$ cat config.mk
export PLATFORM = sky130hd
export DESIGN_NAME = wdp_top
export DESIGN_NICKNAME = d
export VERILOG_FILES = /design/src/wdp_pkg.sv /design/src/wdp_sync_fifo.sv /design/src/wdp_wdata_fifo.sv /design/src/wdp_local_wr_ctrl.sv /design/src/wdp_afi_wdata.sv /design/src/wdp_top.sv
export VERILOG_INCLUDE_DIRS = /design/src
export SDC_FILE = /design/constraint.sdc
export NUM_CORES = 1
export LEC_CHECK = 0
export ABC_AREA = 1
export BUFFER_PORTS_ARGS = -buffer_cell sky130_fd_sc_hd__clkbuf_2
export CAP_MARGIN = 20
export CORE_MARGIN = 2
export CORE_UTILIZATION = 62
export DETAILED_ROUTE_END_ITERATION = 8
export PLACE_DENSITY = 0.8
export SLEW_MARGIN = 20
export SYNTH_ARGS = -nofsm -noshare
export SYNTH_HDL_FRONTEND = slang
export SYNTH_HIERARCHICAL = 1
export SYNTH_SLANG_ARGS = --single-unit
$ cat constraint.sdc
create_clock -name ctl_clk -period 4.3 [get_ports ctl_clk]
set_input_delay 0.215 -clock ctl_clk [delete_from_list [all_inputs] [get_ports ctl_clk]]
set_output_delay 0.215 -clock ctl_clk [all_outputs]
set_load 0.01 [all_outputs]
$ cat src/wdp_macros.svh
//////////////////////////////
// write-data path constants
//////////////////////////////

`ifndef WDP_MACROS_SVH
`define WDP_MACROS_SVH

// local data width and the byte enables that go with it
`define WDP_DATA_WIDTH 32
`define WDP_BE_WIDTH (`WDP_DATA_WIDTH / 8)

// 16 entries, almost full at 12 or more
`define WDP_FIFO_DEPTH_LOG2 4
`define WDP_ALMOST_FULL_MARGIN 4

// burst size field and buffered-beat counter
`define WDP_SIZE_WIDTH 6
`define WDP_BEATS_WIDTH 5

`endif

$ cat src/wdp_pkg.sv
//////////////////////////////
// write-data path types
//////////////////////////////

`include "wdp_macros.svh"

package wdp_pkg;

    // one local data beat
    typedef logic [`WDP_DATA_WIDTH-1:0] wdata_t;

    // byte enables on the local side, data mask on the memory side
    typedef logic [`WDP_BE_WIDTH-1:0] be_t;

    // burst length in beats, never zero when issued
    typedef logic [`WDP_SIZE_WIDTH-1:0] size_t;

    // beats currently held in the write-data FIFO
    typedef logic [`WDP_BEATS_WIDTH-1:0] beats_t;

endpackage

$ cat src/wdp_sync_fifo.sv
//////////////////////////////
// synchronous FIFO with registered
// read data and almost-full flag
//////////////////////////////

`include "wdp_macros.svh"

module wdp_sync_fifo #(
    parameter type payload_t = logic
) (
    input  logic     ctl_clk,
    input  logic     ctl_reset_n,
    input  logic     wr_en,
    input  payload_t wr_data,
    input  logic     rd_en,
    output payload_t rd_data,
    output logic     almost_full
);

    localparam int DEPTH    = 1 << `WDP_FIFO_DEPTH_LOG2;
    localparam int AF_LEVEL = DEPTH - `WDP_ALMOST_FULL_MARGIN;

    payload_t mem [DEPTH];

    logic [`WDP_FIFO_DEPTH_LOG2-1:0] wr_ptr;
    logic [`WDP_FIFO_DEPTH_LOG2-1:0] rd_ptr;
    // one extra bit so that a full buffer is distinguishable from empty
    logic [`WDP_FIFO_DEPTH_LOG2:0]   count;

    always_ff @(posedge ctl_clk) begin
        if (wr_en) begin
            mem[wr_ptr] <= wr_data;
        end
    end

    // read data shows up one cycle after the read strobe
    always_ff @(posedge ctl_clk) begin
        if (rd_en) begin
            rd_data <= mem[rd_ptr];
        end
    end

    always_ff @(posedge ctl_clk or negedge ctl_reset_n) begin
        if (!ctl_reset_n) begin
            wr_ptr <= '0;
            rd_ptr <= '0;
            count  <= '0;
        end else begin
            if (wr_en) begin
                wr_ptr <= wr_ptr + 1'b1;
            end
            if (rd_en) begin
                rd_ptr <= rd_ptr + 1'b1;
            end
            case ({wr_en, rd_en})
                2'b10:   count <= count + 1'b1;
                2'b01:   count <= count - 1'b1;
                default: count <= count;
            endcase
        end
    end

    // leaves room for beats already in flight when the flag rises
    assign almost_full = (int'(count) >= AF_LEVEL);

endmodule

$ cat src/wdp_wdata_fifo.sv
//////////////////////////////
// write-data FIFO, data and byte
// enables paired, beats counted
//////////////////////////////

module wdp_wdata_fifo (
    input  logic            ctl_clk,
    input  logic            ctl_reset_n,
    input  logic            write_req_to_wfifo,
    input  wdp_pkg::wdata_t wdata_to_wfifo,
    input  wdp_pkg::be_t    be_to_wfifo,
    input  logic            wdata_fifo_read,
    output logic            wdata_fifo_full,
    output wdp_pkg::wdata_t wdata_fifo_wdata,
    output wdp_pkg::be_t    wdata_fifo_be,
    output wdp_pkg::beats_t beats_in_wfifo
);

    // both FIFOs see the same strobes so each beat keeps its byte enables
    wdp_sync_fifo #(.payload_t(wdp_pkg::wdata_t)) u_data_fifo (
        .ctl_clk     (ctl_clk),
        .ctl_reset_n (ctl_reset_n),
        .wr_en       (write_req_to_wfifo),
        .wr_data     (wdata_to_wfifo),
        .rd_en       (wdata_fifo_read),
        .rd_data     (wdata_fifo_wdata),
        .almost_full (wdata_fifo_full)
    );

    // occupancy matches the data FIFO, so its flag is not needed
    wdp_sync_fifo #(.payload_t(wdp_pkg::be_t)) u_be_fifo (
        .ctl_clk     (ctl_clk),
        .ctl_reset_n (ctl_reset_n),
        .wr_en       (write_req_to_wfifo),
        .wr_data     (be_to_wfifo),
        .rd_en       (wdata_fifo_read),
        .rd_data     (wdata_fifo_be),
        .almost_full ()
    );

    always_ff @(posedge ctl_clk or negedge ctl_reset_n) begin
        if (!ctl_reset_n) begin
            beats_in_wfifo <= '0;
        end else if (write_req_to_wfifo && !wdata_fifo_read) begin
            beats_in_wfifo <= beats_in_wfifo + 1'b1;
        end else if (wdata_fifo_read && !write_req_to_wfifo) begin
            beats_in_wfifo <= beats_in_wfifo - 1'b1;
        end
    end

endmodule

$ cat src/wdp_local_wr_ctrl.sv
//////////////////////////////
// local write side, accepts beats
// and checks burst framing
//////////////////////////////

module wdp_local_wr_ctrl (
    input  logic            ctl_clk,
    input  logic            ctl_reset_n,
    input  logic            local_write_req,
    input  logic            local_burstbegin,
    input  wdp_pkg::size_t  local_size,
    input  wdp_pkg::wdata_t local_wdata,
    input  wdp_pkg::be_t    local_be,
    input  logic            wdata_fifo_full,
    output logic            local_ready,
    output logic            local_burst_err,
    output logic            write_req_to_wfifo,
    output wdp_pkg::wdata_t wdata_to_wfifo,
    output wdp_pkg::be_t    be_to_wfifo
);

    wdp_pkg::size_t beats_left;
    logic           accept;

    assign local_ready = !wdata_fifo_full;
    assign accept      = local_write_req && local_ready;

    // accepted beats go straight into the FIFO
    assign write_req_to_wfifo = accept;
    assign wdata_to_wfifo     = local_wdata;
    assign be_to_wfifo        = local_be;

    always_ff @(posedge ctl_clk or negedge ctl_reset_n) begin
        if (!ctl_reset_n) begin
            beats_left      <= '0;
            local_burst_err <= 1'b0;
        end else if (accept) begin
            if (local_burstbegin) begin
                // a new burst restarts the count even if the old one was cut short
                beats_left <= local_size - 1'b1;
                if (beats_left != '0) begin
                    local_burst_err <= 1'b1;
                end
            end else if (beats_left != '0) begin
                beats_left <= beats_left - 1'b1;
            end else begin
                // beat outside any burst
                local_burst_err <= 1'b1;
            end
        end
    end

endmodule

$ cat src/wdp_afi_wdata.sv
//////////////////////////////
// memory-side write data, serves
// commands from the write FIFO
//////////////////////////////

module wdp_afi_wdata (
    input  logic            ctl_clk,
    input  logic            ctl_reset_n,
    input  logic            wr_cmd_valid,
    input  wdp_pkg::size_t  wr_cmd_size,
    input  wdp_pkg::beats_t beats_in_wfifo,
    input  wdp_pkg::wdata_t wdata_fifo_wdata,
    input  wdp_pkg::be_t    wdata_fifo_be,
    output logic            wr_cmd_ready,
    output logic            wdata_fifo_read,
    output wdp_pkg::wdata_t afi_wdata,
    output wdp_pkg::be_t    afi_dm,
    output logic            afi_wdata_valid,
    output logic            wr_burst_done
);

    wdp_pkg::size_t reads_left;
    logic           last_read;

    assign wr_cmd_ready = (reads_left == '0);

    // one read per cycle, stalled whenever the FIFO runs dry
    assign wdata_fifo_read = (reads_left != '0) && (beats_in_wfifo != '0);

    assign last_read = wdata_fifo_read && (reads_left == wdp_pkg::size_t'(1));

    always_ff @(posedge ctl_clk or negedge ctl_reset_n) begin
        if (!ctl_reset_n) begin
            reads_left <= '0;
        end else if (wr_cmd_valid && wr_cmd_ready) begin
            reads_left <= wr_cmd_size;
        end else if (wdata_fifo_read) begin
            reads_left <= reads_left - 1'b1;
        end
    end

    // FIFO data lags the read by one cycle, so the strobes are delayed to match
    always_ff @(posedge ctl_clk or negedge ctl_reset_n) begin
        if (!ctl_reset_n) begin
            afi_wdata_valid <= 1'b0;
            wr_burst_done   <= 1'b0;
        end else begin
            afi_wdata_valid <= wdata_fifo_read;
            wr_burst_done   <= last_read;
        end
    end

    assign afi_wdata = wdata_fifo_wdata;

    // a set mask bit blocks that byte on the memory side
    assign afi_dm = ~wdata_fifo_be;

endmodule

$ cat src/wdp_top.sv
//////////////////////////////
// write-data path top level
//////////////////////////////

module wdp_top (
    input  logic            ctl_clk,
    input  logic            ctl_reset_n,
    input  logic            local_write_req,
    input  logic            local_burstbegin,
    input  wdp_pkg::size_t  local_size,
    input  wdp_pkg::wdata_t local_wdata,
    input  wdp_pkg::be_t    local_be,
    output logic            local_ready,
    output logic            local_burst_err,
    input  logic            wr_cmd_valid,
    input  wdp_pkg::size_t  wr_cmd_size,
    output logic            wr_cmd_ready,
    output wdp_pkg::wdata_t afi_wdata,
    output wdp_pkg::be_t    afi_dm,
    output logic            afi_wdata_valid,
    output logic            wr_burst_done
);

    logic            write_req_to_wfifo;
    wdp_pkg::wdata_t wdata_to_wfifo;
    wdp_pkg::be_t    be_to_wfifo;
    logic            wdata_fifo_full;
    logic            wdata_fifo_read;
    wdp_pkg::wdata_t wdata_fifo_wdata;
    wdp_pkg::be_t    wdata_fifo_be;
    wdp_pkg::beats_t beats_in_wfifo;

    wdp_local_wr_ctrl u_local_wr_ctrl (
        .ctl_clk            (ctl_clk),
        .ctl_reset_n        (ctl_reset_n),
        .local_write_req    (local_write_req),
        .local_burstbegin   (local_burstbegin),
        .local_size         (local_size),
        .local_wdata        (local_wdata),
        .local_be           (local_be),
        .wdata_fifo_full    (wdata_fifo_full),
        .local_ready        (local_ready),
        .local_burst_err    (local_burst_err),
        .write_req_to_wfifo (write_req_to_wfifo),
        .wdata_to_wfifo     (wdata_to_wfifo),
        .be_to_wfifo        (be_to_wfifo)
    );

    wdp_wdata_fifo u_wdata_fifo (
        .ctl_clk            (ctl_clk),
        .ctl_reset_n        (ctl_reset_n),
        .write_req_to_wfifo (write_req_to_wfifo),
        .wdata_to_wfifo     (wdata_to_wfifo),
        .be_to_wfifo        (be_to_wfifo),
        .wdata_fifo_read    (wdata_fifo_read),
        .wdata_fifo_full    (wdata_fifo_full),
        .wdata_fifo_wdata   (wdata_fifo_wdata),
        .wdata_fifo_be      (wdata_fifo_be),
        .beats_in_wfifo     (beats_in_wfifo)
    );

    wdp_afi_wdata u_afi_wdata (
        .ctl_clk            (ctl_clk),
        .ctl_reset_n        (ctl_reset_n),
        .wr_cmd_valid       (wr_cmd_valid),
        .wr_cmd_size        (wr_cmd_size),
        .beats_in_wfifo     (beats_in_wfifo),
        .wdata_fifo_wdata   (wdata_fifo_wdata),
        .wdata_fifo_be      (wdata_fifo_be),
        .wr_cmd_ready       (wr_cmd_ready),
        .wdata_fifo_read    (wdata_fifo_read),
        .afi_wdata          (afi_wdata),
        .afi_dm             (afi_dm),
        .afi_wdata_valid    (afi_wdata_valid),
        .wr_burst_done      (wr_burst_done)
    );

endmodule

# --- Yosys cells after proc, flatten, opt, wreduce, memory -nomap -nowiden ---
# Memories as Yosys holds them, arrays and structs flattened. A register that Yosys moved wholly into a read port is not among the register bits.
# Cells that the tools add are included.
word_totals:
  mem_count: 2
  register_bits: 41
  ramBits: 576
  out_inout_bits: 41
  in_bits: 53
  elab_cells: 62
op_classes:
  n_reduce_logical: 19
  add_sub_neg: 11
  mux: 12
  n_lt_le_gt_ge: 1
  bitwise_logic: 1
  eq_ne: 5
mem_list:
  columns: ["memory", "depth", "word_bits", "read_ports", "rd_ports_with_merged_regs", "write_ports", "line_no", "text"]
  rows:
  - ["u_wdata_fifo.u_data_fifo.mem", 16, 32, 1, 1, 1, "wdp_sync_fifo.sv:23", "payload_t mem [DEPTH];"]
  - ["u_wdata_fifo.u_be_fifo.mem", 16, 4, 1, 1, 1, "wdp_sync_fifo.sv:23", null]
ops:
  columns: ["op", "n"]
  rows:
  - ["6-bit 2-to-1 mux", 4]
  - ["6-bit by 1-bit subtractor with 6-bit output (second input constant)", 3]
  - ["4-bit by 1-bit adder with 4-bit output (second input constant)", 4]
  - ["6-bit nonzero test", 2]
  - ["5-bit by 1-bit adder with 5-bit output (second input constant)", 2]
  - ["5-bit 2-to-1 mux", 2]
  - ["5-bit case mux with 2 select lines", 1]
  - ["5-bit by 1-bit subtractor with 5-bit output (second input constant)", 2]
  - ["2-bit nonzero test", 4]
  - ["6-bit by 1-bit == test with 1-bit output (second input constant)", 1]
  - ["1-bit logical AND", 6]
  - ["6-bit zero test", 1]
  - ["5-bit by 4-bit greater-or-equal comparator with 1-bit output (second input constant)", 1]
  - ["1-bit 2-to-1 mux", 5]
  - ["5-bit nonzero test", 1]
  - ["4-bit NOT", 1]
  - ["1-bit zero test", 3]
  - ["3-bit AND reduction", 1]
  - ["2-bit by 1-bit == test with 1-bit output (second input constant)", 1]
  - ["2-bit == test (second input constant)", 1]
  - ["2-bit by 1-bit inequality test with 1-bit output (second input constant)", 1]
  - ["2-bit inequality test (second input constant)", 1]
  - ["2-bit AND reduction", 1]

# --- Depth between registers and ports, before layout ---
# Gate-level depths: netlist (run 1).
depth:
  word_depth: 7
  ltp_mapped: 17
  depth_no_buf: 17

# --- Hierarchy ---
# The synthesis (run 1) kept the hierarchy.
by_module_without_submodules:
  columns: ["mod", "area_per_inst_um2", "cells_per_inst", "seq_area_each_um2", "instances"]
  rows:
  - ["wdp_sync_fifo (u_wdata_fifo.u_data_fifo)", 22266.4, 1755, 16661.0, 1]
  - ["wdp_sync_fifo (u_wdata_fifo.u_be_fifo)", 3606.0, 317, 2367.3, 1]
  - ["wdp_afi_wdata", 819.5, 108, 200.2, 1]
  - ["wdp_local_wr_ctrl", 792.0, 114, 175.2, 1]
  - ["wdp_wdata_fifo", 350.3, 47, 125.1, 1]

# --- Worst setup path after synthesis (run 1) ---
# OpenSTA, ideal clock, no wires.
synth_timing:
  path_type: "reg2reg"
  startpoint: "register u_wdata_fifo.u_data_fifo.count[4]"
  endpoint: "memory u_wdata_fifo/u_data_fifo/mem[15][0] (netlist bit) (enable)"
  t_arrival_ns: 2.615
  setup_time_ns: 0.421
  required_ns: 3.879
  path_slack_ns: 1.264
  stages_incl_launch_ff: 6
  period_less_slack_ns: 3.036
  n_path_buf: 1
  path_cell_list: "dfrtp_1 -> o21bai_1 -> nor2_1 -> clkbuf_1 -> nand2_1 -> nor2_1"
synth_between:
  elab_chain_len: 5
synth_rtl:
  columns: ["element", "line_no", "text"]
  rows:
  - ["from (decl)", "wdp_sync_fifo.sv:28", "logic [`WDP_FIFO_DEPTH_LOG2:0] count;"]
  - ["from (signal assigned)", "wdp_sync_fifo.sv:56", "2'b10: count <= count + 1'b1;"]
  - ["from (signal assigned)", "wdp_sync_fifo.sv:57", "2'b01: count <= count - 1'b1;"]
  - ["from (signal assigned)", "wdp_sync_fifo.sv:58", "default: count <= count;"]
  - ["5-bit by 4-bit greater-or-equal comparator with 1-bit output", "wdp_sync_fifo.sv:64", "assign almost_full = (int'(count) >= AF_LEVEL);"]
  - ["via wdata_fifo_full", "wdp_top.sv:27", "logic wdata_fifo_full;"]
  - ["1-bit zero test", "wdp_local_wr_ctrl.sv:25", "assign local_ready = !wdata_fifo_full;"]
  - ["1-bit logical AND", "wdp_local_wr_ctrl.sv:26", "assign accept = local_write_req && local_ready;"]
  - ["via write_req_to_wfifo", "wdp_top.sv:24", "logic write_req_to_wfifo;"]
  - ["1-bit 2-to-1 mux", "wdp_sync_fifo.sv:31", "if (wr_en) begin"]
  - ["1-bit 2-to-1 mux (not written as such)", "wdp_sync_fifo.sv:32", "mem[wr_ptr] <= wr_data;"]
  - ["to (decl)", "wdp_sync_fifo.sv:23", null]
# The timed path passes the listed nets, and every way through them passes these cells.

# --- Worst setup path in the final report (run 1) ---
layout_timing:
  startpoint: "register u_afi_wdata.reads_left[0]"
  endpoint: "register u_wdata_fifo.u_data_fifo.count[4]"
layout_between:
  elab_chain_len: 4
  elab_cells_between_ends: 6
  cone_classes: "2 x eq/ne; 1 x mux; 3 x reduce/logical"
layout_rtl:
  columns: ["element", "line_no", "text"]
  rows:
  - ["from (decl)", "wdp_afi_wdata.sv:22", "wdp_pkg::size_t reads_left;"]
  - ["from (signal assigned)", "wdp_afi_wdata.sv:36", "reads_left <= wr_cmd_size;"]
  - ["from (signal assigned)", "wdp_afi_wdata.sv:38", "reads_left <= reads_left - 1'b1;"]
  - ["6-bit nonzero test (*)", "wdp_afi_wdata.sv:28", "assign wdata_fifo_read = (reads_left != '0) && (beats_in_wfifo != '0);"]
  - ["1-bit logical AND (*)", "wdp_afi_wdata.sv:28", null]
  - ["via wdata_fifo_read", "wdp_top.sv:28", "logic wdata_fifo_read;"]
  - ["2-bit by 1-bit == test with 1-bit output or 2-bit == test (tied branches)", "wdp_sync_fifo.sv:55", "case ({wr_en, rd_en})"]
  - ["5-bit case mux with 2 select lines or 2-bit nonzero test (tied branches)", null, null]
# The timed path passes the listed nets; every way through them passes the cells marked *.
# A chain may end at the register's enable or synchronous reset.

==> results.md, run 1 <==
- Via count: 17,618
- Vias in the first global route: 17,367
- Crit-path slowest cell: inv_2
- Setup Viol. Count Final: 0
- Vias/cell: ~6.0
- Post-CTS Setup Repair Bufs: 0
- Comb power frac: between 30 and 40%
- Post-CTS sizing: 0
- CTS tree: done
- Arrival time at the worst endpoint: 3.51 ns
- Cell Pwr Density: 665 mW/mm^2
- DRT iter0 DRCs: a little under 2,000
- Crit path cell chain: inv_1 > ha_1 > nand3_4 > nand2_4 > inv_2 > ha_1 > nor2_1 > nor2_1 > ha_1 > inv_1 > nand2_1 > nand3_1 > nand2_1 > nand2_1 > nand3_1 > nand2_1
- NetSw: 7260 uW
- Die Y: roughly 210 um
- # hold bufs at CTS: 17
- Sequential power share: 41.1%
- Clk sink count: roughly 650
- Final period utilization: between 60 and 70%
- Worst Path Required: 4.81 ns
- Setup TNS: 0 ns
- Worst min path class: in2reg
- Crit path capture type: register
- CP Capture Point: u_wdata_fifo/u_data_fifo/count[4]$_DFFE_PN0P_
- CP Launch Point: u_afi_wdata/reads_left[0]$_DFFE_PN0P_
- GRT Overall Usage: 26.6%
- Initial Util: 62.5%
- Total iterations of the first detailed-routing run: 6
- Antenna Nets Post-Route: 0
- CTS clk-pin slew, worst paths: ~0.060 ns
- Post-Synthesis Cells: 2,287
- R2R cell count: 16
- I/O Pins: 94
- Synthesis-to-layout area growth: 9.06%
- Net Count, Synth: 2,363
- Gr ovfl total: 0
- RR Startpoint: u_afi_wdata/reads_left[0]$_DFFE_PN0P_
- Placeable Area: 0.0439 mm^2
- # H-tree levels: 2
- Flop-to-flop setup slack: 1.30 ns
- Syn. warnings: 6
- Most used cell, CP: nand2_1
- Root Buffer: clkbuf_16
- Row count: 77
- Setup ws final: 1.30 ns
- Max-slew violations: 0
- Largest stage delay on the critical path: 0.54 ns
- CTS max path bufs: 3
- Final worst path period need: 3.00 ns
- P_int: ~13,000 uW
- Setup CP Type: reg2reg
- CTS buffer count: 61
- Fmax: 333 MHz
- Skew final: slightly below 0.02 ns
- Max Fanout on Critical Path: 24
- Layout cell share with drive strength beyond 1: around 11%
- DP HPWL: ~33,000 um
- Mapped cell area: 0.0275 mm^2
- Residual DRC: 0
- Slew HR: 25.2%
- Storage cell area: 0.0194 mm^2
- VDD IR max: 0.433 mV
- Global-route wire length before repair: 95,000 um
- Setup WS pre-CTS: ~1.3 ns
- Reg2reg end: u_wdata_fifo/u_data_fifo/count[4]$_DFFE_PN0P_
- LEAKAGE: 0.0110 uW
- Largest net degree at the start of global routing: around 110
- Final hold vios: 0
- Port Buf Inserts: 93
- CP Launch Type: register
- Die ar.: 0.0460 mm^2
- Worst slew pin tran: 1.12 ns
- Multi-input logic area: 0.00633 mm^2
- Routed len/inst: 20.9 um
- Final Net Count: between 2,000 and 2,500
- Switch share: between 30% and 40%
- Initial antenna violation count: 1
- Gpl congestion: 0.904
- RSZ-0062 raised after global routing: no
- Status: completed
- Overall die width: 214 um
- Clock Latency Late Sink: 0.63 ns
- # fillers: ~3,000
- Max-cap violations: 0
- Avg Synthesized Cell Area: 12.0 um^2
- Clock network power share: between 20% and 30%
- Total Wirelength: 61,700 um
## metal layers
metal	wire (um)	GRT usage [%]	up-vias
met5	0	0	-
met4	1650	9.40	0
met3	5670	4.58	131
met2	30600	44.8	1020
met1	23800	35.5	8503
li1	-	-	7964
## flip-flops by register name, indices dropped and copies added, names as in the netlist
name and flops:
u_wdata_fifo/u_be_fifo/mem 64, u_local_wr_ctrl/beats_left 6, u_local_wr_ctrl/local_burst_err 1, u_afi_wdata/afi_wdata_valid 1
u_afi_wdata/wr_burst_done 1, u_wdata_fifo/u_data_fifo/mem 512, u_wdata_fifo/u_data_fifo/count 5, u_afi_wdata/reads_left 6
u_wdata_fifo/u_data_fifo/wr_ptr 4, u_wdata_fifo/u_data_fifo/rd_ptr 4, u_wdata_fifo/u_data_fifo/rd_data 32, u_wdata_fifo/u_be_fifo/rd_data 4
u_wdata_fifo/beats_in_wfifo 5, u_wdata_fifo/u_be_fifo/rd_ptr 4, u_wdata_fifo/u_be_fifo/wr_ptr 4
## final cells by class
class                      count  share of cell area [%]
antenna                        1                 0.00835
timing repair buffer         149                    3.20
clock inverter                34                   0.848
multi-input combinational   1289                    21.1
inverter                     158                    2.03
tap                          592                    2.47
sequential                   653                    64.8
clock buffer                  81                    5.52
## placed cells by master (no fill, tap or decap), drive strengths merged, types with 10 or more instances in the layout
| cell type | count |
|---|---|
| a21oi | 10 |
| nor2 | 431 |
| clkbuf | 174 |
| o211ai | 87 |
| nand2 | 244 |
| inv | 157 |
| dlygate4sd3 | 17 |
| buf | 39 |
| edfxtp | 612 |
| xor2 | 13 |
| o21ai | 219 |
| clkinv | 32 |
| nand3 | 243 |
| dfrtp | 41 |
| ha | 22 |
## metrics by stage
stage	std cells	area, um^2	util (%)	hold WS (ns)	total power (uW)
after CTS	2956	29900	68.2	0.00168	19900
after global placement	2824	27900	63.4	0.334	14500
after detailed placement	2824	27900	63.4	0.332	14700
final	2957	30000	68.2	0.0326	19900
after global routing	2957	30000	68.2	0.0225	20900
after floorplan	2287	27500	-	-0.0806	13300
## power by group through the flow
stage | sequential [uW] | combinational, uW | clock (uW)
3_3_place_gp | 8280 | 6200 | 0
2_1_floorplan | 8120 | 5180 | 0
4_1_cts | 8180 | 6510 | 5200
3_5_place_dp | 8300 | 6400 | 0
6_report | 8180 | 6610 | 5140
5_1_grt | 8250 | 7260 | 5420
## worst min path at each step
stage               slack [ns]                                              to            start  cells past startpoint
detailed placement        0.33           u_afi_wdata/reads_left[1]$_DFFE_PN0P_      ctl_reset_n                      2
global route              0.02  u_wdata_fifo/u_data_fifo/mem[14][21]$_DFFE_PP_  local_wdata[21]                      1
global placement          0.33           u_afi_wdata/reads_left[0]$_DFFE_PN0P_      ctl_reset_n                      2
finish                    0.03           u_afi_wdata/reads_left[3]$_DFFE_PN0P_     wr_cmd_valid                      5
CTS                      0.002   u_wdata_fifo/u_data_fifo/mem[0][21]$_DFFE_PP_  local_wdata[21]                      1
floorplan                -0.08           u_afi_wdata/afi_wdata_valid$_DFF_PN0_      ctl_reset_n                      0
## worst max-delay path, delay by kind of cell (launching register included)
family,cells,cell delay (ns)
fa+ha+maj,3,0.87
buf+inv,3,0.66
flops,1,0.41
simple gates,10,0.95
Note: power is estimated with default switching activity, not from simulation.
==> run 2, diff against run 1 <==
--- a/config.mk
+++ b/config.mk
@@ -10,9 +10,9 @@
 export BUFFER_PORTS_ARGS = -buffer_cell sky130_fd_sc_hd__clkbuf_2
 export CAP_MARGIN = 20
 export CORE_MARGIN = 2
-export CORE_UTILIZATION = 62
+export CORE_UTILIZATION = 56
 export DETAILED_ROUTE_END_ITERATION = 8
-export PLACE_DENSITY = 0.8
+export PLACE_DENSITY = 0.76
 export SLEW_MARGIN = 20
 export SYNTH_ARGS = -nofsm -noshare
 export SYNTH_HDL_FRONTEND = slang
==> constraint.sdc (replaced) <==
create_clock -name ctl_clk -period 2.7 [get_ports ctl_clk]
set_input_delay 0.135 -clock ctl_clk [delete_from_list [all_inputs] [get_ports ctl_clk]]
set_output_delay 0.135 -clock ctl_clk [all_outputs]
set_load 0.01 [all_outputs]
==> results.md, run 2 (synthesized netlist as in run 1, its figures left out) <==
- Status: completed
- Placed Cells incl. Taps: 2,874 (+1.8%)
- Final period utilization: 90.4% (+21 points)
- CTS max path bufs: 3 (unchanged)
- Design Area, Final: 0.0308 mm^2 (+2.8%)
- Residual DRC: 0 (unchanged)
- Via count: 17,582 (-0.20%)
- # H-tree levels: 3 (+1)
- Total power: 33,100 uW (+66%)
- CTS buffer count: 68 (+11%)
- Post-CTS sizing: 0 (unchanged)
- Max Fanout on Critical Path: 5 (-79%)
- Layout cell share with drive strength beyond 1: 12.3% (+1.2 points)
- Diodes inserted: 0 (-1)
- Setup Viol. Count Final: 0 (unchanged)
- Most frequent cells in the layout: edfxtp_1, nor2_1, nand3_1
- Sequential power share: 39.8% (-1.3 points)
- Top Family by Delay on Critical Path: simple AND/OR/NAND/NOR gates
- Total Wirelength: 62,700 um (+1.6%)
- Die Y: 225 um (+5.1%)
- LEAKAGE: 0.0113 uW (+3.3%)
- GRT Overall Usage: 25.1% (-1.6 points)
- Largest regs: u_wdata_fifo/u_data_fifo/mem (512), u_wdata_fifo/u_be_fifo/mem (64), u_wdata_fifo/u_data_fifo/rd_data (32)
- Synthesis-to-layout area growth: 12.1%
- Largest net degree at the start of global routing: 98 (-13%)
- DRT iter0 DRCs: 2,056 (+5.0%)
- Arrival time at the worst endpoint: 2.91 ns (-0.60 ns)
- Global-route wire length before repair: 97,200 um (+2.3%)
- Clk sink count: 653 (unchanged)
- Clock Latency Late Sink: 0.61 ns (-0.02 ns)
- VDD IR max: 1.00 mV (+130%)
- Crit path cell chain: inv_1 > ha_1 > nand3_4 > nand2_4 > inv_2 > inv_1 > ha_1 > inv_1 > ha_1 > or2_1 > nand2_1 > nand2_1 > nand3_1 > nand2_1
- Gr ovfl total: 0 (unchanged)
- Switch share: 35.9% (-0.48 points)
- Initial Util: 56.5% (-6.1 points)
- Final Net Count: 2,434 (+1.9%)
- Vias/cell: 5.79 (-2.8%)
- Antenna Nets Post-Route: 0 (unchanged)
- I/O Pins: 94 (unchanged)
- Max-cap violations: 0 (unchanged)
- Worst Path Required: 3.17 ns (-1.64 ns)
- Placed instance area: 0.0282 mm^2 (+1.3%)
- Final hold vios: 0 (unchanged)
- Max reg flops: 512 (unchanged)
- DP HPWL: 36,100 um (+8.8%)
- Biggest register: u_wdata_fifo/u_data_fifo/mem
- Most common cell after layout, fill and taps aside: edfxtp_1
- Hold slack: 0.0242 ns (-0.00840 ns)
- CTS clk-pin slew, worst paths: 0.06 ns (about the same)
- Comb power frac: 32.5% (-0.7 points)
- Port Buf Inserts: 93 (unchanged)
- CTS tree: done
- Largest stage delay on the critical path: 0.41 ns (-0.13 ns)
- Setup CP Type: reg2reg
- Worst slew pin tran: 0.871 ns (-0.251 ns)
- Cell Pwr Density: 1070 mW/mm^2 (+62%)
- Overall die width: 225 um (+5.1%)
- Gpl congestion: 0.856 (-5.3%)
- Initial antenna violation count: 0 (-1)
- Worst min path class: in2reg
- Die ar.: 0.0508 mm^2 (+11%)
- Crit-path slowest cell: dfrtp_1
- Routed len/inst: 20.7 um (-1.0%)
- CP Launch Type: register
- Total iterations of the first detailed-routing run: 6 (unchanged)
- Root Buffer: clkbuf_16
- Vias in the first global route: 17,512 (+0.83%)
- P_int: 21,200 uW (+67%)
- Placeable Area: 0.0486 mm^2 (+11%)
- Crit path capture type: register
- Final worst path period need: 2.44 ns (-0.562 ns)
- Buffers & Inverters on Critical Path: 4 (+1)
- NetSw: 11,900 uW (+64%)
- Fmax: 410 MHz (+23%)
- Slew HR: 41.9% (+17 points)
- Max-slew violations: 0 (unchanged)
- Row count: 81 (+5.2%)
- RSZ-0062 raised after global routing: no
- Skew final: 0.0268 ns (+0.00710 ns)
- Layout Cells excl Fill: 3,035 (+2.6%)
- Clock network power share: 27.7% (+1.9 points)
-- run 2: changes by cell type in the layout (fill, tap and decap cells not counted), moves of 3 or more --
cell and change:
buf_12 +15, buf_4 +6, clkbuf_16 +9, clkinv_1 -3
dlygate4sd3_1 +19
-- run 2: worst reg2reg max path: stages, from the launching register on --
cell and delay (ns):
dfrtp_1 0.41, inv_1 0.09, ha_1 0.28, nand3_4 0.14, nand2_4 0.08, inv_2 0.09, inv_1 0.05, ha_1 0.18
inv_1 0.16, ha_1 0.30, or2_1 0.26, nand2_1 0.09, nand2_1 0.06, nand3_1 0.07, nand2_1 0.06
-- run 2: per-layer routing --
layer,track usage [%],part of all wire (%),vias to the layer above
met1,32.6,39,8542
met3,4.65,8.2,151
met5,0,0,-
li1,-,-,8056
met2,41.7,49,833
met4,10.6,3.3,0
-- run 2: final cells by class --
class | count | area, um^2
Sequential cell | 653 | 19400
Fill cell | 3504 | 17800
Multi-Input combinational cell | 1289 | 6330
Clock buffer | 88 | 1870
Timing Repair Buffer | 188 | 1480
Tap cell | 622 | 778
Inverter | 158 | 608
Clock inverter | 37 | 322
-- run 2: final timing paths --
path	startpoint	endpoint	slack (ns)	cells past startpoint
max in group asynchronous	ctl_reset_n	u_wdata_fifo/u_data_fifo/rd_ptr[3]$_DFFE_PN0P_	1.87	3
worst min register to register	u_local_wr_ctrl/beats_left[5]$_DFFE_PN0P_	u_local_wr_ctrl/beats_left[5]$_DFFE_PN0P_	0.49	2
worst max register to register	u_afi_wdata/reads_left[0]$_DFFE_PN0P_	u_wdata_fifo/beats_in_wfifo[4]$_DFFE_PN0P_	0.26	14
min in group asynchronous	ctl_reset_n	u_wdata_fifo/u_be_fifo/wr_ptr[1]$_DFFE_PN0P_	0.19	2
worst min-delay path	local_wdata[4]	u_wdata_fifo/u_data_fifo/mem[4][4]$_DFFE_PP_	0.02	1
worst max-delay path	u_afi_wdata/reads_left[0]$_DFFE_PN0P_	u_wdata_fifo/beats_in_wfifo[4]$_DFFE_PN0P_	0.26	14
-- run 2: metrics by stage --
step	util [%]	worst slack, ns	setup TNS (ns)
after floorplan	-	-0.336	-158.28
after global placement	58.1	0.393	0
after detailed placement	58.1	0.312	0
after CTS	63.3	0.291	0
after global routing	63.3	0.00941	0
final	63.3	0.260	0
-- run 2: what timing repair did --
action / 4_1_cts / 5_1_grt
endpoints found under the hold margin: 374 / 0
setup buffers: 0 / 0
hold buffers: 36 / 0
-- run 2: power groups by stage --
stage | combinational, uW | clock, uW | sequential, uW
after CTS | 10700 | 9300 | 13200
after detailed placement | 10500 | 0 | 13300
after global placement | 10300 | 0 | 13300
after floorplan | 8250 | 0 | 12900
after global routing | 11900 | 9670 | 13300
final | 10800 | 9160 | 13200
